**config.mk**
```make
export PLATFORM = sky130hd
export DESIGN_NAME = execute_stage_flat
export DESIGN_NICKNAME = d
export VERILOG_FILES = /design/src/hw/cpu_pkg.sv /design/src/hw/pipe_slot_if.sv /design/src/hw/execute_stage.sv /design/src/flat_wrapper.sv
export VERILOG_INCLUDE_DIRS = /design/src /design/src/hw
export SDC_FILE = /design/constraint.sdc
export NUM_CORES = 1
export LEC_CHECK = 0
export BUFFER_PORTS_ARGS = -buffer_cell sky130_fd_sc_hd__buf_4
export CELL_PAD_IN_SITES_DETAIL_PLACEMENT = 0
export CELL_PAD_IN_SITES_GLOBAL_PLACEMENT = 1
export CORE_MARGIN = 4
export CORE_UTILIZATION = 37
export DETAILED_ROUTE_END_ITERATION = 12
export MAX_ROUTING_LAYER = met4
export PLACE_DENSITY_LB_ADDON = 0.1
export SYNTH_ARGS = -nofsm -noshare
export SYNTH_HDL_FRONTEND = slang
export SYNTH_SLANG_ARGS = --single-unit
```
**constraint.sdc**
```tcl
create_clock -name vclk -period 4.2
set_input_delay 0.84 -clock vclk [all_inputs]
set_output_delay 0.84 -clock vclk [all_outputs]
set_load 0.02 [all_outputs]
```
**src/hw/cpu_consts.svh**
```systemverilog
`ifndef CPU_CONSTS_SVH
`define CPU_CONSTS_SVH

`define CPU_NREG        8    // r0 to r7
`define CPU_IMEM_DEPTH  256
`define CPU_DMEM_DEPTH  256

// opcodes sit in instr[15:11]
`define OP_HALT   5'b00000
`define OP_NOP    5'b00001
`define OP_ADDI   5'b01000
`define OP_ST     5'b10000
`define OP_LD     5'b10001
`define OP_SLBI   5'b10010
`define OP_STU    5'b10011
`define OP_LBI    5'b11000
`define OP_RTYPE  5'b11011

// r-format function field in instr[1:0]
`define FN_ADD    2'b00
`define FN_SUB    2'b01
`define FN_XOR    2'b10
`define FN_ANDN   2'b11

`endif
```
**src/hw/cpu_pkg.sv**
```systemverilog
`include "cpu_consts.svh"

package cpu_pkg;

  typedef logic [15:0] word_t;       // data word, all arithmetic wraps here
  typedef logic [15:0] instr_t;
  typedef logic [2:0]  reg_idx_t;    // eight architectural registers
  typedef logic [4:0]  opcode_t;
  typedef logic [7:0]  imem_addr_t;
  typedef logic [7:0]  dmem_addr_t;

  // run handshake of the core
  typedef enum logic [1:0] {
    IDLE,  // program may be loaded
    RUN,   // fetching until halt retires
    DONE   // run_ack high, waiting for run_req to drop
  } core_state_t;

  // true when the instruction reads rs in instr[10:8]
  function automatic logic uses_rs(opcode_t op);
    return !(op == `OP_NOP || op == `OP_HALT || op == `OP_LBI);
  endfunction

  // true when instr[7:5] is read as the second operand
  // this is rt for r-format and the store data register for st and stu
  function automatic logic uses_b(opcode_t op);
    return op == `OP_RTYPE || op == `OP_ST || op == `OP_STU;
  endfunction

endpackage

```
**src/hw/pipe_slot_if.sv**
```systemverilog
// one pipeline slot as seen by the forwarding logic
interface pipe_slot_if import cpu_pkg::*; ();

  logic     valid;      // slot holds a live instruction
  instr_t   instr;
  reg_idx_t rd;         // destination for r-format, addi and ld
  reg_idx_t rs;
  logic     reg_write;  // slot writes rd
  logic     write_rs;   // slot writes rs, only stu lbi and slbi do
  logic     mem_read;
  word_t    result;     // alu result or memory address
  word_t    load_data;  // loaded word in the m slot, store data in the e slot

  modport producer (
    output valid, instr, rd, rs, reg_write, write_rs, mem_read, result, load_data
  );

  modport consumer (
    input valid, instr, rd, rs, reg_write, write_rs, mem_read, result, load_data
  );

endinterface

```
**src/hw/execute_stage.sv**
```systemverilog
`include "cpu_consts.svh"

module execute_stage import cpu_pkg::*; (
  input  logic   clk,
  input  logic   rst_n,
  input  instr_t dx_instr,
  input  word_t  dx_a,       // rs operand
  input  word_t  dx_b,       // rt or store data
  input  logic   dx_valid,
  pipe_slot_if.producer e
);

  opcode_t    op;
  logic [1:0] fn;
  logic       rtype;
  word_t      imm5;
  word_t      imm8;
  word_t      alu;

  assign op    = dx_instr[15:11];
  assign fn    = dx_instr[1:0];
  assign rtype = op == `OP_RTYPE;
  assign imm5  = {{11{dx_instr[4]}}, dx_instr[4:0]};
  assign imm8  = {{8{dx_instr[7]}}, dx_instr[7:0]};

  always_comb begin
    case (op)
      `OP_RTYPE: begin
        case (fn)
          `FN_ADD: alu = dx_a + dx_b;
          `FN_SUB: alu = dx_a - dx_b;   // rs minus rt
          `FN_XOR: alu = dx_a ^ dx_b;
          default: alu = dx_a & ~dx_b;  // andn
        endcase
      end
      `OP_ADDI, `OP_LD, `OP_ST, `OP_STU: alu = dx_a + imm5;  // also the memory address
      `OP_LBI:  alu = imm8;
      `OP_SLBI: alu = {dx_a[7:0], dx_instr[7:0]};
      default:  alu = dx_a;
    endcase
  end

  // the e slot shows the instruction held in the decode-to-execute register
  assign e.valid     = dx_valid;
  assign e.instr     = dx_instr;
  assign e.rd        = rtype ? dx_instr[4:2] : dx_instr[7:5];
  assign e.rs        = dx_instr[10:8];
  assign e.reg_write = dx_valid && (rtype || op == `OP_ADDI || op == `OP_LD);
  assign e.write_rs  = dx_valid && (op == `OP_STU || op == `OP_LBI || op == `OP_SLBI);
  assign e.mem_read  = dx_valid && op == `OP_LD;
  assign e.result    = alu;
  assign e.load_data = dx_b;  // store data rides along to memory

  // a load in execute is always followed by a bubble or an instruction that skips its target
  ld_use_gap: assert property (@(posedge clk) disable iff (!rst_n)
    (e.valid && e.mem_read) |=> !(dx_valid &&
      ((uses_rs(op) && dx_instr[10:8] == $past(e.rd)) ||
       (uses_b(op) && dx_instr[7:5] == $past(e.rd)))));

endmodule

```
**src/flat_wrapper.sv**
```systemverilog
// flat-port wrapper written by rule: the top's interface ports become plain ports
module execute_stage_flat import cpu_pkg::*;
  (clk, rst_n, dx_instr, dx_a, dx_b, dx_valid, e_valid, e_instr, e_rd, e_rs, e_reg_write, e_write_rs, e_mem_read, e_result, e_load_data);
  pipe_slot_if e_i ();
  input  logic clk;
  input  logic rst_n;
  input  instr_t dx_instr;
  input  word_t dx_a;
  input  word_t dx_b;
  input  logic dx_valid;
  output wire logic [$bits(e_i.valid)-1:0] e_valid;
  output wire logic [$bits(e_i.instr)-1:0] e_instr;
  output wire logic [$bits(e_i.rd)-1:0] e_rd;
  output wire logic [$bits(e_i.rs)-1:0] e_rs;
  output wire logic [$bits(e_i.reg_write)-1:0] e_reg_write;
  output wire logic [$bits(e_i.write_rs)-1:0] e_write_rs;
  output wire logic [$bits(e_i.mem_read)-1:0] e_mem_read;
  output wire logic [$bits(e_i.result)-1:0] e_result;
  output wire logic [$bits(e_i.load_data)-1:0] e_load_data;
  assign e_valid = e_i.valid;
  assign e_instr = e_i.instr;
  assign e_rd = e_i.rd;
  assign e_rs = e_i.rs;
  assign e_reg_write = e_i.reg_write;
  assign e_write_rs = e_i.write_rs;
  assign e_mem_read = e_i.mem_read;
  assign e_result = e_i.result;
  assign e_load_data = e_i.load_data;
  execute_stage u_core (.clk(clk), .rst_n(rst_n), .dx_instr(dx_instr), .dx_a(dx_a), .dx_b(dx_b), .dx_valid(dx_valid), .e(e_i));
endmodule
```
# After elaboration in Yosys (flattened, before gate mapping)
# Index checks and enable logic that the tools add are counted.
# word_totals
input_bits	51
output_inout_bits	58
elab_cells	27
ff_bits	0
# op_classes
muxes	3
bitwise	3
eq_ne	9
addsub	3
reduce_logical	9
# op_table
op	count
$pmux 16 s4	1
$pmux 16 s3	1
$add 16x16->16	2
$eq 5x5->1 const B	6
$and 16x16->16	1
$not 16->16	1
$sub 16x16->16	1
$xor 16x16->16	1
$eq 5x4->1 const B	1
$logic_or 1x1->1	4
$reduce_or 4->1	1
$logic_and 1x1->1	3
$mux 3	1
$eq 2x1->1 const B	1
$eq 2x2->1 const B	1
$logic_not 2->1	1

# Longest topological paths before layout
# logic_depth
ltp_word	4
depth_mapped	14
mapped_depth_nobuf	14

# Worst setup path after synthesis
# OpenSTA, ideal clock, no wires.
# synth_timing
path_type	input-to-output
from	input dx_b[1]
to	output e_result[13]
setup_slack_ns	-0.009
path_stages	14
n_path_buf	0
t_required_ns	3.360
t_arrival_ns	3.369
path_cell_list	inv_1 -> ha_1 -> nand3_1 -> nor3b_1 -> nor2_1 -> xnor2_1 -> ha_1 -> a21o_1 -> o21bai_1 -> a21oi_1 -> o221a_4 -> xnor2_1 -> a221oi_2 -> a31oi_1
# synth_between
elab_chain_cells	3
elab_cells_between_ends	4
classes_between	add/sub (2); mux (2)
# synth_rtl
item	line	rtl
from (decl)	flat_wrapper.sv:9	input word_t dx_b;
$sub 16x16->16 or $add 16x16->16 (tied branches)	execute_stage.sv:31, execute_stage.sv:30	
$pmux 16 s3 (*)	execute_stage.sv:29	case (fn)
$pmux 16 s4 (*)	execute_stage.sv:27	case (op)
to (decl)	flat_wrapper.sv:18	output wire logic [$bits(e_i.result)-1:0] e_result;
# Every way passes the cells marked *; elsewhere a longest branch is shown, timed or not.

# Worst setup path after layout
# layout_timing
from	input dx_b[5]
to	output e_result[14]
# The elaborated chain is that of the path after synthesis.

==> impl_metrics.tcl <==
set metrics [dict create \
    outcome "finished with violations" \
    failed_checks "negative setup slack" \
    dieArea_sq_um 9904 \
    path_class "in2out" \
    fin_crit_sh_pct 101.8 \
    grt_use_total_pct 21.79 \
    hold_buffers 0 \
    drv_slew 0 \
    dp.cells 653 \
    regArea_sq_um 0 \
    p_clk_share_pct 0 \
    routed_wl_mm 10.84 \
    synth_top_family_by_area "compound AO/OA/AOI/OAI gates" \
    worst-path-max-fanout 5 \
    fp-row-count 33 \
    drc 0 \
    design_area_sq_um 4493 \
    yosys-mux-area-fraction_pct 0.3230 \
    firstDrtPassIters 5 \
    fillerInstances 795 \
    postPlaceCellArea_sq_um 3990 \
    post-dp-hpwl_mm 8.774 \
    chipHeight_um 99.52 \
    syn-num-nets 550 \
    core_area_sq_um 8175 \
    wl_per_cell_um 16.23 \
    ir_drop_v 0.00007552 \
    synth.avg_cell_area_sq_um 6.887 \
    ys_types 61 \
    power_frac_comb_pct 100.0 \
    netlist_instances 450 \
    rsz0062_at_grt "yes" \
    hold_start "dx_instr[8]" \
    synth-simple-area-share_pct 23.01 \
    drtAntennaViolNets 0 \
    end_kind "output port" \
    whs_path_depth 0 \
    dpl_worst_slack_ns -0.3666 \
    setup_tns_ns -0.2074 \
    power_w 0.0007443 \
    power_report.internal_total_w 0.0003570 \
    synth_top_cell_by_area "ha_1" \
    antenna_found_initial 0 \
    finalSetupViolCount 5 \
    dieWidth_um 99.52 \
    grt_max_degree 22 \
    worst_slew_pin_slew_ns 0.6875 \
    grt_pass1_wl_mm 17.55 \
    ys_top_cells_by_count "nand2_1, ha_1, buf_4, nor2_1, a21oi_1" \
    cp.arrival_ns 3.44 \
    io_buffers 98 \
    vias 3590 \
    layoutNonFillerInstCount 668 \
    syn_area_sq_um 3099 \
    start_util_pct 37.91 \
    p_switching_w 0.0003873 \
    cp.required_ns 3.36 \
    drive_above_1_share_pct 39.43 \
    cap_viol_max_count 0 \
    powerDensity_nw_per_um2 165.6 \
    multi_input_area_sq_um 2985 \
    synth_compound_area_share_pct 32.42 \
    gp_congestion 0.8921 \
    startpoint_type "input pin" \
    fin_nets 665 \
    finalWorstSetupSlack_ns -0.07666 \
    slew_headroom_pct 54.00 \
    synth_xor_area_share_pct 9.891 \
    max_freq_mhz 233.8 \
    synth.most_common_cell "nand2_1" \
    nFlopsAndLatches 0 \
    ios 109 \
    clockBufferCount 0 \
    yosysSeqAreaShare_pct 0 \
    period_needed_ns 4.277 \
    total_leakage_power_nw 2.075 \
    synth_area_leaders "ha_1, buf_4, nand2_1, xnor2_1, a21oi_1" \
    worstHoldPathType "in2out" \
    synth_top_area_share_pct 18.97 \
    drt_iter0_drc 176 \
    p_sw_share_pct 52.04 \
    p_seq_share_pct 0 \
    globalRouteOverflowTotal 0 \
    min_to "e_rs[0]" \
    hold_violations 0 \
    yosys.area_share.adder_pct 20.27 \
    viasPerCell 5.374 \
    yosys_warnings 0 \
    area_delta_synth_final_pct 44.97 \
    grt_pass1_vias 3513 \
    antenna_cells 0 \
]
-- power by group through the flow --
stage | Sequential, W | Clock, W | Combinational [W]
finish | 0 | 0 | 0.000744
global route | 0 | 0 | 0.000811
CTS | 0 | 0 | 0.000679
detailed placement | 0 | 0 | 0.000629
global placement | 0 | 0 | 0.000623
floorplan | 0 | 0 | 0.000414
-- layout by cell type, fill, tap and decap left out, drive strengths merged, types with 3 or more instances in the layout --
cell	count
nor2b	5
o21ai	35
ha	47
nand2	62
a31oi	10
xor2	9
nand2b	5
a221oi	5
o31ai	3
buf	161
a21o	8
a41oi	3
and3	4
inv	25
o21bai	4
a222oi	5
o21a	7
o211ai	11
a21oi	31
xnor2	26
a211oi	4
nor2	33
nor3b	3
nand3	14
nor3	14
a22oi	3
-- layer usage --
metal	vias up	GRT usage [%]	routed length (um)
met1	1654	30.72	5152
met2	94	36.47	5201
met4	0	1.681	36
li1	1838	-	-
met5	-	-	0
met3	4	0.3506	453
-- worst max path at each step --
stage	startpoint	endpoint	slack, ns	cells past startpoint
2_1_floorplan	dx_b[2]	e_result[14]	0.04	11
3_3_place_gp	dx_instr[1]	e_result[13]	-0.32	13
3_5_place_dp	dx_instr[1]	e_result[14]	-0.37	12
4_1_cts	dx_b[4]	e_result[13]	-0.08	15
5_1_grt	dx_b[5]	e_result[14]	-0.22	14
6_report	dx_b[5]	e_result[14]	-0.08	14
-- per-stage QoR --
stage	hold slack, ns	util [%]
floorplan	1.793	-
global placement	1.680	48.81
CTS	1.680	51.56
detailed placement	1.680	48.81
finish	1.680	54.96
global route	1.680	54.96
-- area by class of cell --
cell class / instances / share of cell area [%]
Multi-Input combinational cell: 377 / 66.44
Timing Repair Buffer: 161 / 28.43
Tap cell: 105 / 2.924
Inverter: 25 / 2.200
-- logic make-up after synthesis --
family | after synthesis
xor gates and xnor gates | 35
buffers and inverters | 73
muxes | 1
and+or+nand+nor | 149
adders and majority gates | 49
AOI/OAI and AO/OA | 143
-- critical path, cell delays in order --
cell	delay, ns
buf_8	0.10
nor3_4	0.22
buf_4	0.14
and3_4	0.19
buf_4	0.11
nand2_1	0.06
o21ai_1	0.14
xnor2_1	0.10
ha_1	0.39
and3_4	0.24
a2111oi_4	0.07
or4_1	0.48
a31oi_1	0.19
buf_4	0.16
-- what timing repair did --
action / 4_1_cts / 5_1_grt
gates resized for setup: 36 / 48
buffers inserted: 7 / 9
pin swaps: 20 / 46
endpoints found under the setup margin: 11 / 10
No activity file was read; power rests on OpenSTA's default activity.
