<file path="src/hw/cpu_consts.svh">
`ifndef CPU_CONSTS_SVH
`define CPU_CONSTS_SVH

`define CPU_NREG        8    // r0 to r7
`define CPU_IMEM_DEPTH  256
`define CPU_DMEM_DEPTH  256

// opcodes sit in instr[15:11]
`define OP_HALT   5'b00000
`define OP_NOP    5'b00001
`define OP_ADDI   5'b01000
`define OP_ST     5'b10000
`define OP_LD     5'b10001
`define OP_SLBI   5'b10010
`define OP_STU    5'b10011
`define OP_LBI    5'b11000
`define OP_RTYPE  5'b11011

// r-format function field in instr[1:0]
`define FN_ADD    2'b00
`define FN_SUB    2'b01
`define FN_XOR    2'b10
`define FN_ANDN   2'b11

`endif
</file>
<file path="src/hw/cpu_pkg.sv">
`include "cpu_consts.svh"

package cpu_pkg;

  typedef logic [15:0] word_t;       // data word, all arithmetic wraps here
  typedef logic [15:0] instr_t;
  typedef logic [2:0]  reg_idx_t;    // eight architectural registers
  typedef logic [4:0]  opcode_t;
  typedef logic [7:0]  imem_addr_t;
  typedef logic [7:0]  dmem_addr_t;

  // run handshake of the core
  typedef enum logic [1:0] {
    IDLE,  // program may be loaded
    RUN,   // fetching until halt retires
    DONE   // run_ack high, waiting for run_req to drop
  } core_state_t;

  // true when the instruction reads rs in instr[10:8]
  function automatic logic uses_rs(opcode_t op);
    return !(op == `OP_NOP || op == `OP_HALT || op == `OP_LBI);
  endfunction

  // true when instr[7:5] is read as the second operand
  // this is rt for r-format and the store data register for st and stu
  function automatic logic uses_b(opcode_t op);
    return op == `OP_RTYPE || op == `OP_ST || op == `OP_STU;
  endfunction

endpackage

</file>
<file path="src/hw/pipe_slot_if.sv">
// one pipeline slot as seen by the forwarding logic
interface pipe_slot_if import cpu_pkg::*; ();

  logic     valid;      // slot holds a live instruction
  instr_t   instr;
  reg_idx_t rd;         // destination for r-format, addi and ld
  reg_idx_t rs;
  logic     reg_write;  // slot writes rd
  logic     write_rs;   // slot writes rs, only stu lbi and slbi do
  logic     mem_read;
  word_t    result;     // alu result or memory address
  word_t    load_data;  // loaded word in the m slot, store data in the e slot

  modport producer (
    output valid, instr, rd, rs, reg_write, write_rs, mem_read, result, load_data
  );

  modport consumer (
    input valid, instr, rd, rs, reg_write, write_rs, mem_read, result, load_data
  );

endinterface

</file>
<file path="src/hw/memory_stage.sv">
`include "cpu_consts.svh"

module memory_stage import cpu_pkg::*; (
  input  logic       clk,
  input  logic       rst_n,
  pipe_slot_if.consumer e,
  pipe_slot_if.producer m,
  output logic       wb_valid,
  output reg_idx_t   wb_reg,
  output word_t      wb_data,
  output logic       st_valid,
  output dmem_addr_t st_addr,
  output word_t      st_data,
  output logic       halt_done
);

  word_t      dmem [`CPU_DMEM_DEPTH];
  dmem_addr_t e_addr;
  opcode_t    e_op;
  opcode_t    m_op;
  logic       e_store;

  assign e_addr  = e.result[7:0];  // only the low byte addresses memory
  assign e_op    = e.instr[15:11];
  assign m_op    = m.instr[15:11];
  assign e_store = e.valid && (e_op == `OP_ST || e_op == `OP_STU);

  always_ff @(posedge clk) begin
    if (e_store) dmem[e_addr] <= e.load_data;
  end

  always_ff @(posedge clk or negedge rst_n) begin
    if (!rst_n) m.valid <= 1'b0;
    else        m.valid <= e.valid;
  end

  // write controls already carry e.valid
  always_ff @(posedge clk) begin
    m.instr     <= e.instr;
    m.rd        <= e.rd;
    m.rs        <= e.rs;
    m.reg_write <= e.reg_write;
    m.write_rs  <= e.write_rs;
    m.mem_read  <= e.mem_read;
    m.result    <= e.result;
    m.load_data <= e.mem_read ? dmem[e_addr] : e.load_data;  // stores keep their data
  end

  // writeback trace, stu sends the address sum back to rs
  assign wb_valid = m.valid && (m.reg_write || m.write_rs);
  assign wb_reg   = m.write_rs ? m.rs : m.rd;
  assign wb_data  = m.mem_read ? m.load_data : m.result;

  // store trace shows the write made during the previous cycle
  assign st_valid = m.valid && (m_op == `OP_ST || m_op == `OP_STU);
  assign st_addr  = m.result[7:0];
  assign st_data  = m.load_data;

  assign halt_done = m.valid && m_op == `OP_HALT;

endmodule

</file>
<file path="src/flat_wrapper.sv">
// flat-port wrapper written by rule: the top's interface ports become plain ports
module memory_stage_flat import cpu_pkg::*;
  (clk, rst_n, wb_valid, wb_reg, wb_data, st_valid, st_addr, st_data, halt_done, e_valid, e_instr, e_rd, e_rs, e_reg_write, e_write_rs, e_mem_read, e_result, e_load_data, m_valid, m_instr, m_rd, m_rs, m_reg_write, m_write_rs, m_mem_read, m_result, m_load_data);
  pipe_slot_if e_i ();
  pipe_slot_if m_i ();
  input  logic clk;
  input  logic rst_n;
  output logic wb_valid;
  output reg_idx_t wb_reg;
  output word_t wb_data;
  output logic st_valid;
  output dmem_addr_t st_addr;
  output word_t st_data;
  output logic halt_done;
  input wire logic [$bits(e_i.valid)-1:0] e_valid;
  input wire logic [$bits(e_i.instr)-1:0] e_instr;
  input wire logic [$bits(e_i.rd)-1:0] e_rd;
  input wire logic [$bits(e_i.rs)-1:0] e_rs;
  input wire logic [$bits(e_i.reg_write)-1:0] e_reg_write;
  input wire logic [$bits(e_i.write_rs)-1:0] e_write_rs;
  input wire logic [$bits(e_i.mem_read)-1:0] e_mem_read;
  input wire logic [$bits(e_i.result)-1:0] e_result;
  input wire logic [$bits(e_i.load_data)-1:0] e_load_data;
  output wire logic [$bits(m_i.valid)-1:0] m_valid;
  output wire logic [$bits(m_i.instr)-1:0] m_instr;
  output wire logic [$bits(m_i.rd)-1:0] m_rd;
  output wire logic [$bits(m_i.rs)-1:0] m_rs;
  output wire logic [$bits(m_i.reg_write)-1:0] m_reg_write;
  output wire logic [$bits(m_i.write_rs)-1:0] m_write_rs;
  output wire logic [$bits(m_i.mem_read)-1:0] m_mem_read;
  output wire logic [$bits(m_i.result)-1:0] m_result;
  output wire logic [$bits(m_i.load_data)-1:0] m_load_data;
  assign e_i.valid = e_valid;
  assign e_i.instr = e_instr;
  assign e_i.rd = e_rd;
  assign e_i.rs = e_rs;
  assign e_i.reg_write = e_reg_write;
  assign e_i.write_rs = e_write_rs;
  assign e_i.mem_read = e_mem_read;
  assign e_i.result = e_result;
  assign e_i.load_data = e_load_data;
  assign m_valid = m_i.valid;
  assign m_instr = m_i.instr;
  assign m_rd = m_i.rd;
  assign m_rs = m_i.rs;
  assign m_reg_write = m_i.reg_write;
  assign m_write_rs = m_i.write_rs;
  assign m_mem_read = m_i.mem_read;
  assign m_result = m_i.result;
  assign m_load_data = m_i.load_data;
  memory_stage u_core (.clk(clk), .rst_n(rst_n), .e(e_i), .m(m_i), .wb_valid(wb_valid), .wb_reg(wb_reg), .wb_data(wb_data), .st_valid(st_valid), .st_addr(st_addr), .st_data(st_data), .halt_done(halt_done));
endmodule
</file>
<file path="config.mk">
export PLATFORM = sky130hd
export DESIGN_NAME = memory_stage_flat
export DESIGN_NICKNAME = d
export VERILOG_FILES = /design/src/hw/cpu_pkg.sv /design/src/hw/pipe_slot_if.sv /design/src/hw/memory_stage.sv /design/src/flat_wrapper.sv
export VERILOG_INCLUDE_DIRS = /design/src /design/src/hw
export SDC_FILE = /design/constraint.sdc
export NUM_CORES = 2
export LEC_CHECK = 0
export CORE_ASPECT_RATIO = 1.1
export CORE_MARGIN = 4
export CORE_UTILIZATION = 40
export DETAILED_ROUTE_END_ITERATION = 10
export DONT_BUFFER_PORTS = 1
export GPL_TIMING_DRIVEN = 0
export SLEW_MARGIN = 20
export SYNTH_ARGS = -nofsm -noshare
export SYNTH_HDL_FRONTEND = slang
export SYNTH_SLANG_ARGS = --single-unit
</file>
<file path="constraint.sdc">
create_clock -name clk -period 4.4 [get_ports clk]
set_clock_uncertainty 0.2 [all_clocks]
set_input_delay 0.88 -clock clk [delete_from_list [all_inputs] [get_ports clk]]
set_output_delay 0.88 -clock clk [all_outputs]
set_load 0.05 [all_outputs]
</file>
After elaboration in Yosys (flattened, before gate mapping)
Memories as Yosys holds them, arrays and structs flattened.
Index checks and enable logic that the tools add are counted.
{"block": "classes", "eq_ne": 4, "mux": 5, "reduce_logical": 8}
{"cell": "$mux 16", "n": 2}
{"cell": "$eq 5x5->1 const B", "n": 4}
{"cell": "$logic_not 5->1", "n": 1}
{"cell": "$logic_and 1x1->1", "n": 4}
{"cell": "$logic_or 1x1->1", "n": 3}
{"cell": "$mux 3", "n": 1}
{"cell": "$mux 1", "n": 2}
{"block": "totals", "ff_bits": 58, "mem_bits_rw": 4096, "in_bits": 60, "output_inout_bits": 104, "wordCells": 27, "memories": 1}
{"memory": "u_core.dmem", "depth": 256, "word_bits": 16, "rd": 1, "rd_ports_with_merged_regs": 0, "write_ports": 1, "line": "memory_stage.sv:17", "rtl": "word_t dmem [`CPU_DMEM_DEPTH];"}

Longest topological paths before layout
{"block": "logic_depth", "ltp_word": 5, "ltp_mapped": 14, "mapped_depth_nobuf": 7}

Worst setup path before layout
OpenSTA, ideal clock, no wires.
{"block": "synth_timing", "path_type": "input to register", "startpoint": "in e_result[1]", "endpoint": "mem u_core.dmem[10][0] (netlist name), enable pin", "setup_ns": 0.436, "t_arrival_ns": 4.303, "setup_slack_ns": -0.539, "cell_stages": 10, "path_buffers": 7, "path_cell_list": "buf_2 > buf_6 > buf_4 > buf_4 > buf_4 > buf_2 > buf_2 > nor2b_1 > nand2_1 > nor4b_1"}
{"element": "from (decl)", "line": "flat_wrapper.sv:22", "rtl": "input wire logic [$bits(e_i.result)-1:0] e_result;"}
{"element": "to (decl)", "line": "memory_stage.sv:17"}
No word-level cell before the write port.

Worst setup path in the final report
{"block": "layout_timing", "startpoint": "in e_result[0]", "endpoint": "reg u_core.m.load_data[9]"}
{"block": "layout_via", "elab_chain_len": 2}
{"element": "$mem_v2 256x16"}
{"element": "$mux 16", "line": "memory_stage.sv:46", "rtl": "m.load_data <= e.mem_read ? dmem[e_addr] : e.load_data;"}
{"element": "to (decl)", "line": "pipe_slot_if.sv:15", "rtl": "output valid, instr, rd, rs, reg_write, write_rs, mem_read, result, load_data"}
No other way between the ends.

==> results by group <==
Drt
  • TritonRoute pass-1 iters: 8
  • Wire per inst: around 52 um
  • Via density: 6.552
  • Iteration-0 DRC Markers: 16.95k
  • Final ANT Viol Nets: 0
  • DRC Markers: 0
  • Vias: ~90k
  • Routed wire length: around 720000 um

Timing
  • Fmax achieved: just over 200 MHz
  • Setup violators final: between 600 and 700
  • Post-Route Setup TNS: -58.94 ns
  • Slack of the critical path: -0.4581 ns
  • Slew @ Worst Pin: around 1.4 ns
  • Min Tclk post-route: 4.858 ns
  • Slew HR: about a tenth
  • Fin. max-slew vios: 0
  • Fin crit share: 110.4%
  • RSZ-0062 raised after global routing: yes
  • WHS: 0.03692 ns
  • Final Hold Viols: 0

Floorplanning
  • Standard-cell rows: approximately 240
  • Die Span Y: approximately 670 um
  • Total die area: slightly above 400000 sq um
  • Starting density of the core: 40.16%
  • Die Width: 611.0 um
  • Core ar.: 398300 sq um
  • I/O Pins: 164

CTS
  • Clock tree buffer depth: 4
  • Clk Latency, worst-skew pair: roughly 1.1 ns
  • CTS tree: built
  • CTS Buf Count: 422
  • Root Buffer: clkbuf_16
  • H-Tree Depth: 5
  • Clock slew at reported path FFs: 0.06 ns
  • Clock tree sinks: around 4.2k

Power and ir drop
  • Sw power: between 20 and 25 mW
  • Maximum vdd drop: about 0.39 mV
  • Sw Ratio: 24.13%
  • Seq pwr share: roughly half
  • Clock Power Share: 41.7%
  • Cell Pwr Density: between 400 and 500 nW/um^2
  • Leakage: 60.39 nW
  • P_int: approximately 65 mW
  • Gate power share: ~7.5%

Job
  • Maxcap violations: 0

Worst setup path
  • Crit Path Max Fanout: 10
  • CP Cell Sequence: buf_6 > buf_12 > buf_8 > buf_6 > buf_6 > mux4_2 > a22oi_1 > nand4_1 > a31oi_4 > nand4_1 > o32a_1
  • WP data arrival: between 5 and 6 ns
  • Cell repeated most along the worst path: buf_6
  • Worst setup SP type: input pin
  • Crit path kind: in -> reg
  • CP delay by family, top: buffers and inverters
  • CP max stage cell: mux4_2
  • Buf/Inv on CP: 5
  • Nature of the critical path endpoint: flop
  • Required time of the critical path: approximately 5.1 ns
  • CP max stage delay: between 0.5 and 0.6 ns

Yosys
  • Yosys reg bits: 4154
  • Synth unique cells: 77
  • Synth async-reset ratio: less than 1%
  • Sequential share of the synthesized area: between 70% and 80%
  • Synth Flop Type: edfxtp_1
  • Yosys Warn Count: 0
  • Synth Net Count: approximately 7.2k
  • Post-synth EDFFs: 4096
  • Mean Syn Cell Area: about 22 sq um
  • Synth Instances: 7124
  • Synth Cell Area: roughly 160000 sq um

Finish
  • Synth-to-Final Area Change: 20.12%
  • Final Util: between 40 and 50%
  • Share of post-route cells with drive strength above 1: around a third
  • Post-Layout Inst Area: 192100 sq um
  • Nets: approximately 8.1k

Placed design
  • DP HPWL: ~470000 um
  • IO Port Bufs: 0
  • Worst slack, placed: -2.996 ns
  • Placed cell areas: 173000 sq um
  • Final GP Congestion: around 1.1

Global routing
  • Grt ovf: 0
  • Initial antenna violation count: 97
  • First-pass GRT wire length: 906100 um
  • Largest net degree at the start of global routing: a little over 200
  • Total track usage: 34.65%
  • Vias in the first global route: 84.06k

Outcome
  • Failing checks: negative setup slack
  • Status: finished with violations

Min path
  • Hold WC Path Type: in -> reg
[path summary, 6_finish.rpt]
check / slack (ns) / end / cells after the start / from
setup / recovery: -0.46 / u_core.m.load_data[9] / 11 / e_result[0]
hold / removal: 0.04 / u_core.dmem[79][13] / 1 / e_load_data[13]
setup reg to reg: 0.69 / u_core.m.load_data[12] / 7 / u_core.dmem[229][12]
hold reg to reg: 1.09 / u_core.m.load_data[3] / 6 / u_core.dmem[172][3]
max in group asynchronous: 3.46 / u_core.m.valid / 2 / rst_n
min in group asynchronous: 0.43 / u_core.m.valid / 2 / rst_n
[sequential cells by signal, indices dropped and copies added, names as in the netlist, 3 cells and up]
register and flops:
u_core.dmem 4096, u_core.m.rs 3, u_core.m.rd 3, u_core.m.result 16, u_core.m.instr 16, u_core.m.load_data 16
[cell usage in the layout, fill, tap and decap left out, drive strengths merged, types with 21 or more instances in the layout]
cell type    netlist  final
edfxtp          4096   4096
mux4            1009   1009
buf              319    695
clkbuf           112    651
mux2i            321    321
nor2             314    314
nand2            200    200
clkinv             3    179
a22oi            145    145
diode              0    138
nand3             86     86
dlygate4sd3        0     57
dfxtp             57     57
o21ai             56     56
a21oi             45     45
o22ai             38     38
nand4             35     35
bufinv             0     35
mux2              32     32
a32oi             28     28
a22o              24     24
a221oi            22     22
inv                5     21
[synth_stat cells (4+ instances only)]
master	number	area (sq um)
mux2_2	32	360.4
o22ai_1	38	237.7
buf_4	101	758.2
buf_6	48	540.5
a32oi_1	28	245.2
a221oi_1	22	192.7
a21o_1	10	75.07
a41oi_1	11	96.34
edfxtp_1	4096	123000
and2_1	7	43.79
o21ai_0	54	270.3
mux2i_1	321	3213
o211ai_1	16	120.1
a22o_1	24	210.2
buf_2	126	630.6
nand2b_1	6	37.54
o2111ai_1	10	87.58
nand4_1	35	219.0
clkbuf_1	104	390.4
buf_12	15	300.3
nor3_1	7	35.03
nor2b_1	8	50.05
a211oi_1	7	52.55
buf_1	26	97.59
clkbuf_8	6	82.58
o221ai_1	11	96.34
a21oi_1	45	225.2
a22oi_1	145	1089
mux4_1	48	1261
nor2_1	313	1175
o31ai_1	12	90.09
a31oi_1	10	62.56
nand3_1	86	430.4
mux4_2	961	21640
dfxtp_1	57	1141
inv_1	4	15.01
nand2_1	200	750.7
a2111oi_0	9	78.83
[per-stage QoR]
stage	instances	total power, mW
floorplan	7124	46.81
global placement	12391	49.61
detailed placement	12601	49.82
CTS	13588	86.05
global route	13667	87.84
finish	13741	86.16
[cell type report]
class | instances | area, sq um
fill | 31985 | 206100
sequential | 4154 | 124200
multi-input combinational | 2531 | 35560
clock buffer | 533 | 11170
timing repair buffer | 446 | 8157
tap | 5267 | 6590
buffer | 427 | 3671
clock inverter | 237 | 2446
antenna | 138 | 345.3
inverter | 8 | 38.79
[what timing repair did]
item                        CTS  global route
pin swaps                    84            23
setup endpoints to repair  4101           411
resized for setup           304            51
hold buffers                108             0
setup buffers               111            16
hold endpoints to repair   1642             0
[per-layer routing]
layer | share of wire [%] | routed length, um | global-route usage (%)
met1 | 35 | 252300 | 43.85
met2 | 44 | 315100 | 50.28
met3 | 12 | 88550 | 10.89
met4 | 8.8 | 63440 | 25.47
met5 | 0.021 | 154 | 0
[cells by family after synthesis]
kind of cell           Yosys count  share of synthesized area [%]
flip-flops                    4154                          77.62
multiplexers                  1362                          16.55
AND/OR/NAND/NOR                684                          1.814
AO/OA/AOI/OAI                  483                          2.196
buffers and inverters          439                          1.805
XOR/XNOR                         2                        0.01095
[power by group through the flow]
stage / sequential [mW] / combinational [mW] / clock [mW]
finish: 43.7 / 6.49 / 35.9
global route: 43.7 / 6.34 / 37.8
CTS: 43.7 / 6.24 / 36.1
detailed placement: 44.6 / 5.27 / 0
global placement: 44.6 / 5.06 / 0
floorplan: 44.5 / 2.29 / 0
No activity file was read; power rests on OpenSTA's default activity.
