$ cat config.mk
export PLATFORM = sky130hd
export DESIGN_NAME = decode_stage_flat
export DESIGN_NICKNAME = d
export VERILOG_FILES = /design/src/hw/cpu_pkg.sv /design/src/hw/pipe_slot_if.sv /design/src/hw/decode_stage.sv /design/src/flat_wrapper.sv
export VERILOG_INCLUDE_DIRS = /design/src /design/src/hw
export SDC_FILE = /design/constraint.sdc
export NUM_CORES = 1
export LEC_CHECK = 0
export BUFFER_PORTS_ARGS = -buffer_cell sky130_fd_sc_hd__buf_4
export CORE_AREA = 10 10 145 160
export CTS_BUF_LIST = sky130_fd_sc_hd__clkbuf_4 sky130_fd_sc_hd__clkbuf_8
export DETAILED_ROUTE_END_ITERATION = 10
export DIE_AREA = 0 0 155 170
export PLACE_DENSITY = 0.66
export SLEW_MARGIN = 0
export SYNTH_ARGS = -nofsm -noshare
export SYNTH_HDL_FRONTEND = slang
export SYNTH_SLANG_ARGS = --single-unit
export TNS_END_PERCENT = 10
$ cat constraint.sdc
create_clock -name clk -period 4.8 [get_ports clk]
set_clock_uncertainty 0.05 [all_clocks]
set_input_delay 0.24 -clock clk [delete_from_list [all_inputs] [get_ports clk]]
set_output_delay 0.24 -clock clk [all_outputs]
set_load 0.01 [all_outputs]
$ cat src/hw/cpu_consts.svh
`ifndef CPU_CONSTS_SVH
`define CPU_CONSTS_SVH

`define CPU_NREG        8    // r0 to r7
`define CPU_IMEM_DEPTH  256
`define CPU_DMEM_DEPTH  256

// opcodes sit in instr[15:11]
`define OP_HALT   5'b00000
`define OP_NOP    5'b00001
`define OP_ADDI   5'b01000
`define OP_ST     5'b10000
`define OP_LD     5'b10001
`define OP_SLBI   5'b10010
`define OP_STU    5'b10011
`define OP_LBI    5'b11000
`define OP_RTYPE  5'b11011

// r-format function field in instr[1:0]
`define FN_ADD    2'b00
`define FN_SUB    2'b01
`define FN_XOR    2'b10
`define FN_ANDN   2'b11

`endif
$ cat src/hw/cpu_pkg.sv
`include "cpu_consts.svh"

package cpu_pkg;

  typedef logic [15:0] word_t;       // data word, all arithmetic wraps here
  typedef logic [15:0] instr_t;
  typedef logic [2:0]  reg_idx_t;    // eight architectural registers
  typedef logic [4:0]  opcode_t;
  typedef logic [7:0]  imem_addr_t;
  typedef logic [7:0]  dmem_addr_t;

  // run handshake of the core
  typedef enum logic [1:0] {
    IDLE,  // program may be loaded
    RUN,   // fetching until halt retires
    DONE   // run_ack high, waiting for run_req to drop
  } core_state_t;

  // true when the instruction reads rs in instr[10:8]
  function automatic logic uses_rs(opcode_t op);
    return !(op == `OP_NOP || op == `OP_HALT || op == `OP_LBI);
  endfunction

  // true when instr[7:5] is read as the second operand
  // this is rt for r-format and the store data register for st and stu
  function automatic logic uses_b(opcode_t op);
    return op == `OP_RTYPE || op == `OP_ST || op == `OP_STU;
  endfunction

endpackage

$ cat src/hw/pipe_slot_if.sv
// one pipeline slot as seen by the forwarding logic
interface pipe_slot_if import cpu_pkg::*; ();

  logic     valid;      // slot holds a live instruction
  instr_t   instr;
  reg_idx_t rd;         // destination for r-format, addi and ld
  reg_idx_t rs;
  logic     reg_write;  // slot writes rd
  logic     write_rs;   // slot writes rs, only stu lbi and slbi do
  logic     mem_read;
  word_t    result;     // alu result or memory address
  word_t    load_data;  // loaded word in the m slot, store data in the e slot

  modport producer (
    output valid, instr, rd, rs, reg_write, write_rs, mem_read, result, load_data
  );

  modport consumer (
    input valid, instr, rd, rs, reg_write, write_rs, mem_read, result, load_data
  );

endinterface

$ cat src/hw/decode_stage.sv
`include "cpu_consts.svh"

module decode_stage import cpu_pkg::*; (
  input  logic       clk,
  input  logic       rst_n,
  input  logic       run,
  input  instr_t     instr,     // imem word at pc
  output imem_addr_t pc,
  pipe_slot_if.consumer m,
  input  word_t      fwd_rs,
  input  word_t      fwd_rt,
  output word_t      raw_rs,
  output word_t      raw_rt,
  output instr_t     d_instr,
  output instr_t     dx_instr,
  output word_t      dx_a,
  output word_t      dx_b,
  output logic       dx_valid
);

  word_t    rf [`CPU_NREG];
  logic     halted;            // halt has been fetched this run
  logic     d_valid;
  logic     stall;
  opcode_t  d_op;
  opcode_t  dx_op;
  reg_idx_t src_a;
  reg_idx_t src_b;
  logic     wr_en;
  reg_idx_t wr_idx;
  word_t    wr_data;

  assign d_instr = instr;  // imem is read combinationally so fetch and decode share a cycle
  assign d_op    = d_instr[15:11];
  assign src_a   = d_instr[10:8];
  assign src_b   = d_instr[7:5];  // rt or store data register
  assign dx_op   = dx_instr[15:11];
  assign d_valid = run && !halted;

  // writeback from the m slot, a slot writes either rd or rs but never both
  assign wr_en   = m.valid && (m.reg_write || m.write_rs);
  assign wr_idx  = m.write_rs ? m.rs : m.rd;
  assign wr_data = m.mem_read ? m.load_data : m.result;

  // same-cycle write shows through to the read
  assign raw_rs = (wr_en && wr_idx == src_a) ? wr_data : rf[src_a];
  assign raw_rt = (wr_en && wr_idx == src_b) ? wr_data : rf[src_b];

  // ld in execute has no data yet, so hold the reader back one cycle
  // ld keeps its target in instr[7:5]
  assign stall = d_valid && dx_valid && dx_op == `OP_LD &&
                 ((uses_rs(d_op) && src_a == dx_instr[7:5]) ||
                  (uses_b(d_op) && src_b == dx_instr[7:5]));

  always_ff @(posedge clk or negedge rst_n) begin
    if (!rst_n) begin
      for (int i = 0; i < `CPU_NREG; i++) begin
        rf[i] <= '0;
      end
    end else if (wr_en) begin
      rf[wr_idx] <= wr_data;  // lands at the end of the m cycle
    end
  end

  always_ff @(posedge clk or negedge rst_n) begin
    if (!rst_n) begin
      pc       <= '0;
      halted   <= 1'b0;
      dx_valid <= 1'b0;
    end else if (!run) begin
      pc       <= '0;    // next run starts from address zero
      halted   <= 1'b0;
      dx_valid <= 1'b0;
    end else begin
      if (d_valid && !stall) begin
        if (d_op == `OP_HALT) halted <= 1'b1;  // pc freezes on halt
        else                  pc     <= pc + 8'd1;
      end
      dx_valid <= d_valid && !stall;  // a stall sends a bubble
    end
  end

  // payload follows dx_valid
  always_ff @(posedge clk) begin
    dx_instr <= d_instr;
    dx_a     <= fwd_rs;
    dx_b     <= fwd_rt;
  end

  // the bubble clears the hazard, so a second stall cycle points at a broken pipe
  single_stall: assert property (@(posedge clk) disable iff (!rst_n) stall |=> !stall);

endmodule

$ cat src/flat_wrapper.sv
// flat-port wrapper written by rule: the top's interface ports become plain ports
module decode_stage_flat import cpu_pkg::*;
  (clk, rst_n, run, instr, pc, fwd_rs, fwd_rt, raw_rs, raw_rt, d_instr, dx_instr, dx_a, dx_b, dx_valid, m_valid, m_instr, m_rd, m_rs, m_reg_write, m_write_rs, m_mem_read, m_result, m_load_data);
  pipe_slot_if m_i ();
  input  logic clk;
  input  logic rst_n;
  input  logic run;
  input  instr_t instr;
  output imem_addr_t pc;
  input  word_t fwd_rs;
  input  word_t fwd_rt;
  output word_t raw_rs;
  output word_t raw_rt;
  output instr_t d_instr;
  output instr_t dx_instr;
  output word_t dx_a;
  output word_t dx_b;
  output logic dx_valid;
  input wire logic [$bits(m_i.valid)-1:0] m_valid;
  input wire logic [$bits(m_i.instr)-1:0] m_instr;
  input wire logic [$bits(m_i.rd)-1:0] m_rd;
  input wire logic [$bits(m_i.rs)-1:0] m_rs;
  input wire logic [$bits(m_i.reg_write)-1:0] m_reg_write;
  input wire logic [$bits(m_i.write_rs)-1:0] m_write_rs;
  input wire logic [$bits(m_i.mem_read)-1:0] m_mem_read;
  input wire logic [$bits(m_i.result)-1:0] m_result;
  input wire logic [$bits(m_i.load_data)-1:0] m_load_data;
  assign m_i.valid = m_valid;
  assign m_i.instr = m_instr;
  assign m_i.rd = m_rd;
  assign m_i.rs = m_rs;
  assign m_i.reg_write = m_reg_write;
  assign m_i.write_rs = m_write_rs;
  assign m_i.mem_read = m_mem_read;
  assign m_i.result = m_result;
  assign m_i.load_data = m_load_data;
  decode_stage u_core (.clk(clk), .rst_n(rst_n), .run(run), .instr(instr), .pc(pc), .m(m_i), .fwd_rs(fwd_rs), .fwd_rt(fwd_rt), .raw_rs(raw_rs), .raw_rt(raw_rt), .d_instr(d_instr), .dx_instr(dx_instr), .dx_a(dx_a), .dx_b(dx_b), .dx_valid(dx_valid));
endmodule
Yosys cells after proc, flatten, opt, wreduce, memory -nomap -nowiden
Cells that the tools add are included.

storage, ports and cells
  register bits after elaboration = 186
  input port bits = 109
  output and inout port bits = 105
  word-level logic and storage cells = 78

operators by class
  add/subtract/negate cells = 1
  $lt $le $gt $ge = 4
  equal/unequal tests = 13
  muxes and demuxes = 20
  bitwise logic cells = 3
  reductions and logical operators = 23

operator list
  operator                                                                      count
  128-bit bitwise mux                                                           1
  16-bit 2-to-1 mux                                                             8
  16-bit binary-select mux with 3-bit select                                    2
  16-bit demux with 3-bit select                                                1
  5-bit == test, second input constant                                          5
  8-bit 2-to-1 mux                                                              3
  3-bit == test                                                                 4
  4-bit greater-or-equal comparator, second input constant                      3
  3-bit NOT with 4-bit output                                                   3
  1-bit logical AND                                                             11
  8-bit by 1-bit adder with 8-bit output, second input constant                 1
  1-bit logical OR                                                              6
  5-bit by 1-bit == test with 1-bit output, second input constant               1
  5-bit logical NOT                                                             1
  4-bit by 1-bit less-than comparator with 1-bit output, second input constant  1
  1-bit 2-to-1 mux                                                              4
  2-bit by 1-bit != test with 1-bit output, second input constant               2
  2-bit AND reduction                                                           2
  1-bit logical NOT                                                             3
  3-bit 2-to-1 mux                                                              1
  2-bit != test, second input constant                                          1

Logic depth before layout (Yosys ltp)
  word-level depth = 11
  mapped depth = 7
  mapped depth without buffers = 5

Worst setup path after synthesis
OpenSTA, ideal clock, no wires.

  kind = input to output
  from = in m_write_rs
  to = out raw_rs[10]
  arrival = 1647 ps
  data required time = 4510 ps
  path slack = 2863 ps
  stages on the path = 7
  buffers on the path = 2
  cell sequence = buf_6 -> mux2i_4 -> xor2_1 -> nand2_1 -> nor3_4 -> buf_8 -> mux2i_1

between the ends
  cells in the longest elaborated chain, start to end = 4
  elaborated cells between the ends (all ways) = 6
  those cells by class = eq/ne: 1; mux: 2; reduce/logical: 3

ends and longest elaborated chain
  what                                                         RTL line                                RTL
  start, declared                                              flat_wrapper.sv:24                      input wire logic [$bits(m_i.write_rs)-1:0] m_write_rs;
  3-bit 2-to-1 mux / 1-bit logical OR (equally long branches)  decode_stage.sv:42, decode_stage.sv:41
  3-bit == test / 1-bit logical AND (equally long branches)    decode_stage.sv:46, decode_stage.sv:41
  1-bit logical AND *                                          decode_stage.sv:46                      assign raw_rs = (wr_en && wr_idx == src_a) ? wr_data : rf[src_a];
  16-bit 2-to-1 mux *                                          decode_stage.sv:46
  end, declared                                                flat_wrapper.sv:12                      output word_t raw_rs;

Mark *: on every way between the ends. The rest lies on a longest branch, timed or not.

Final worst setup path
  from = in instr[8]
  to = out raw_rs[6]

between the ends
  cells in the longest elaborated chain, start to end = 5
  elaborated cells between the ends (all ways) = 7
  those cells by class = eq/ne: 1; mux: 4; bitwise: 1; reduce/logical: 1

ends and longest elaborated chain
  what                                                   RTL line            RTL
  start, declared                                        flat_wrapper.sv:8   input instr_t instr;
  3-bit NOT with 4-bit output (not written as such)      decode_stage.sv:46
  16-bit binary-select mux with 3-bit select             decode_stage.sv:46
  16-bit 2-to-1 mux (not written as such) (2 in series)  decode_stage.sv:46
  16-bit 2-to-1 mux *                                    decode_stage.sv:46

Mark *: on every way between the ends. The rest lies on a longest branch, timed or not. The select of a mux whose other input is x is not followed.

==> results.cfg <==
[clock_tree]
cts_root_buf = clkbuf_8
htreeDepth = 4
cts_tree = built
cts_hold_buf = 44
clk_pin_slew_ns = 0.11
cts_buffers = 17
clockBufferDepth = 2
cts_resized = 0
clkSinkCount = 186
worstSkewPairLatency_ns = 0.46
post_cts_buffers = 0

[drt]
ant_nets = 0
wl_met1_mm = 10.06
drt-pass1-iter-count = 4
top_layer_used = met4
drt_iter0_markers = 331
wl_met3_mm = 2.225
drc_errors = 0
vias = 6452
routed_wl_mm = 23.44
met2_length_mm = 10.92
vias_per_cell = 5.319
post_drt_wl_per_cell_um = 19.32

[critical_path]
critPathMaxFanout = 36
crit_path_start_kind = primary input
max_stage_delay_ns = 0.60
timing.rr.end = u_core.pc[5]$_DFFE_PN0P_
crit_type = in2out
r2r-start = u_core.dx_instr[11]$_DFF_P_
cp.required_ns = 4.51
crit_path_frequent_cell = buf_4
worstSetupEndpointType = primary output
arrival_ns = 2.55
crit_path_end = raw_rs[6]
crit_start = instr[8]
worstRegToRegCells = 5
crit_path_cell_trace = buf_4 > xor2_1 > nand2_1 > nor3_4 > buf_4 > mux2i_1 > buf_4
slowest_stage = nor3_4
reg2reg_setup_slack_ns = 2.78

[cells_and_area]
final_cells = 1213
fin_area_um2 = 11130
layout-drive-gt1-share_pct = 31.43
n_antenna_cell = 0
syn2layout_area_growth_pct = 25.92
nets = 1058
final_util_pct = 56.21

[place]
place_congestion = 0.7645
post-dp-hpwl_mm = 14.93
portBuffers = 197
dpl_cell_area_um2 = 10300
dp.cells = 1137

[global_routing]
grt_overflow = 0
grt_max_degree = 139
grt_first_pass_wirelength_mm = 37.26
antenna_found_initial = 0
grtUsageTotal_pct = 17.83
grt_pass1_vias = 6833

[pwr]
irDropWorstVdd_mv = 0.2056
p_leak_nw = 5.147
power.total_mw = 4.315
pwr_density_cell_nw_per_um2 = 387.7

[sta]
slew_viol_final = 0
hold_viol_final = 0
final.period_utilization_pct = 59.20
slew_headroom_pct = 20.20
setup_tns_ns = 0
setup_viol = 0
fmax_mhz = 351.9
rsz0062_at_grt = no
period_needed_ns = 2.842
worstMarginPinSlew_ns = 1.194

[logic_synthesis]
synth_area_um2 = 8837
yosysMostFrequentCell = nand2_1
syn_nets = 863
yosysWarningCount = 0
synth_enable_flop_cells = 0
yosysSeqAreaShare_pct = 49.95
syn-instance-count = 753
synth_cell_type_count = 47
synthTopCellsByArea = dfrtp_1 39%, mux4_2 16%, dfxtp_1 11%, mux2i_1 9.4%, o21ai_0 7.4%
synth_common_cells = 143 x nand2_1, 138 x dfrtp_1, 131 x o21ai_0
async_flop_share_pct = 74.19
synth-main-ff-cell = dfrtp_1
synth_top_area_share_pct = 39.08
yosysTopAreaCell = dfrtp_1
avgSynthCellArea_um2 = 11.74
ys_ff_latch = 186

[floorplan]
ios = 214
core_um2 = 19800
rows = 54
initial_core_util_pct = 44.64
die_width_um = 155
die_h_um = 170
die_area_um2 = 26350

[hold_path]
hp-class = in2reg
holdPathStages = 1

[status]
status = completed

[job]
cap_violations = 0
-- layer usage --
| layer | track usage [%] | vias up |
|---|---|---|
| li1 | - | 3089 |
| met5 | 0 | - |
| met2 | 27.95 | 232 |
| met4 | 4.192 | 0 |
| met1 | 22.60 | 3111 |
| met3 | 7.262 | 20 |
-- cells by family (layout without fill, tap and decap cells) --
family	after synthesis	in the layout	share of synthesized area (%)
compound gates	151	151	8.962
buf+inv	71	279	4.219
simple gates	183	183	9.415
flops	186	186	49.95
fa+ha+maj	1	1	0.1416
xor+xnor	12	12	1.189
mux	149	149	26.12
-- state kept, by name, indices dropped and copies added (netlist names) --
register and flops:
u_core.halted 1, u_core.dx_instr 16, u_core.dx_valid 1, u_core.pc 8, u_core.dx_a 16, u_core.rf 128
u_core.dx_b 16
-- how the worst min path moves through the flow --
stage                     slack, ns                     endpoint       start
after global routing           0.04  u_core.dx_instr[10]$_DFF_P_   instr[10]
after global placement         0.29      u_core.dx_a[15]$_DFF_P_  fwd_rs[15]
after floorplan               -0.11    u_core.dx_valid$_DFF_PN0_       rst_n
after detailed placement       0.30       u_core.dx_b[0]$_DFF_P_   fwd_rt[0]
final                          0.07  u_core.dx_instr[10]$_DFF_P_   instr[10]
after CTS                      0.04  u_core.dx_instr[10]$_DFF_P_   instr[10]
-- metrics by stage --
step	hold slack, ns	setup slack, ns
floorplan	-0.1056	2.863
global placement	0.2942	1.895
detailed placement	0.2955	1.884
CTS	0.04226	1.862
global route	0.04151	1.784
finish	0.07207	1.958
-- cells in the final DEF (no fill, tap or decap), drive strengths merged, types with 2 or more instances in the layout --
cell	netlist	layout
o21a	2	2
o31ai	3	3
nor2b	5	5
nor4	4	4
dfxtp	48	48
nand2	143	143
inv	4	16
mux4	64	64
buf	35	199
and2	3	3
nand3	4	4
nand4	2	2
a21o	2	2
clkbuf	32	18
or4	3	3
nor2	3	3
a22oi	2	2
a21oi	7	7
dlygate4sd3	0	44
nor3	4	4
nand2b	4	4
xor2	6	6
xnor2	6	6
nor3b	2	2
clkinv	0	2
dfrtp	138	138
o21ai	131	131
mux2i	85	85
-- critical path, delay by kind of cell --
kind / cells / cell delay, ns
and+or+nand+nor: 2 / 0.70
muxes: 1 / 0.28
buffers and inverters: 3 / 1.12
xor gates and xnor gates: 1 / 0.20
-- where the power goes --
part	internal, mW	switching (mW)	leakage [nW]
clock network	0.401	0.646	0.201
logic	0.654	0.522	2.79
registers	1.88	0.217	2.16
total	2.93	1.38	5.15
-- final cells by class --
type	count	area [um2]
inverter	4	15.01
timing repair buffer	243	1947
clock buffer	18	241.5
fill	1691	8668
multi-input combinational	496	4050
sequential	186	4414
clock inverter	14	145.1
tap	252	315.3
No activity file was read; power rests on OpenSTA's default activity.
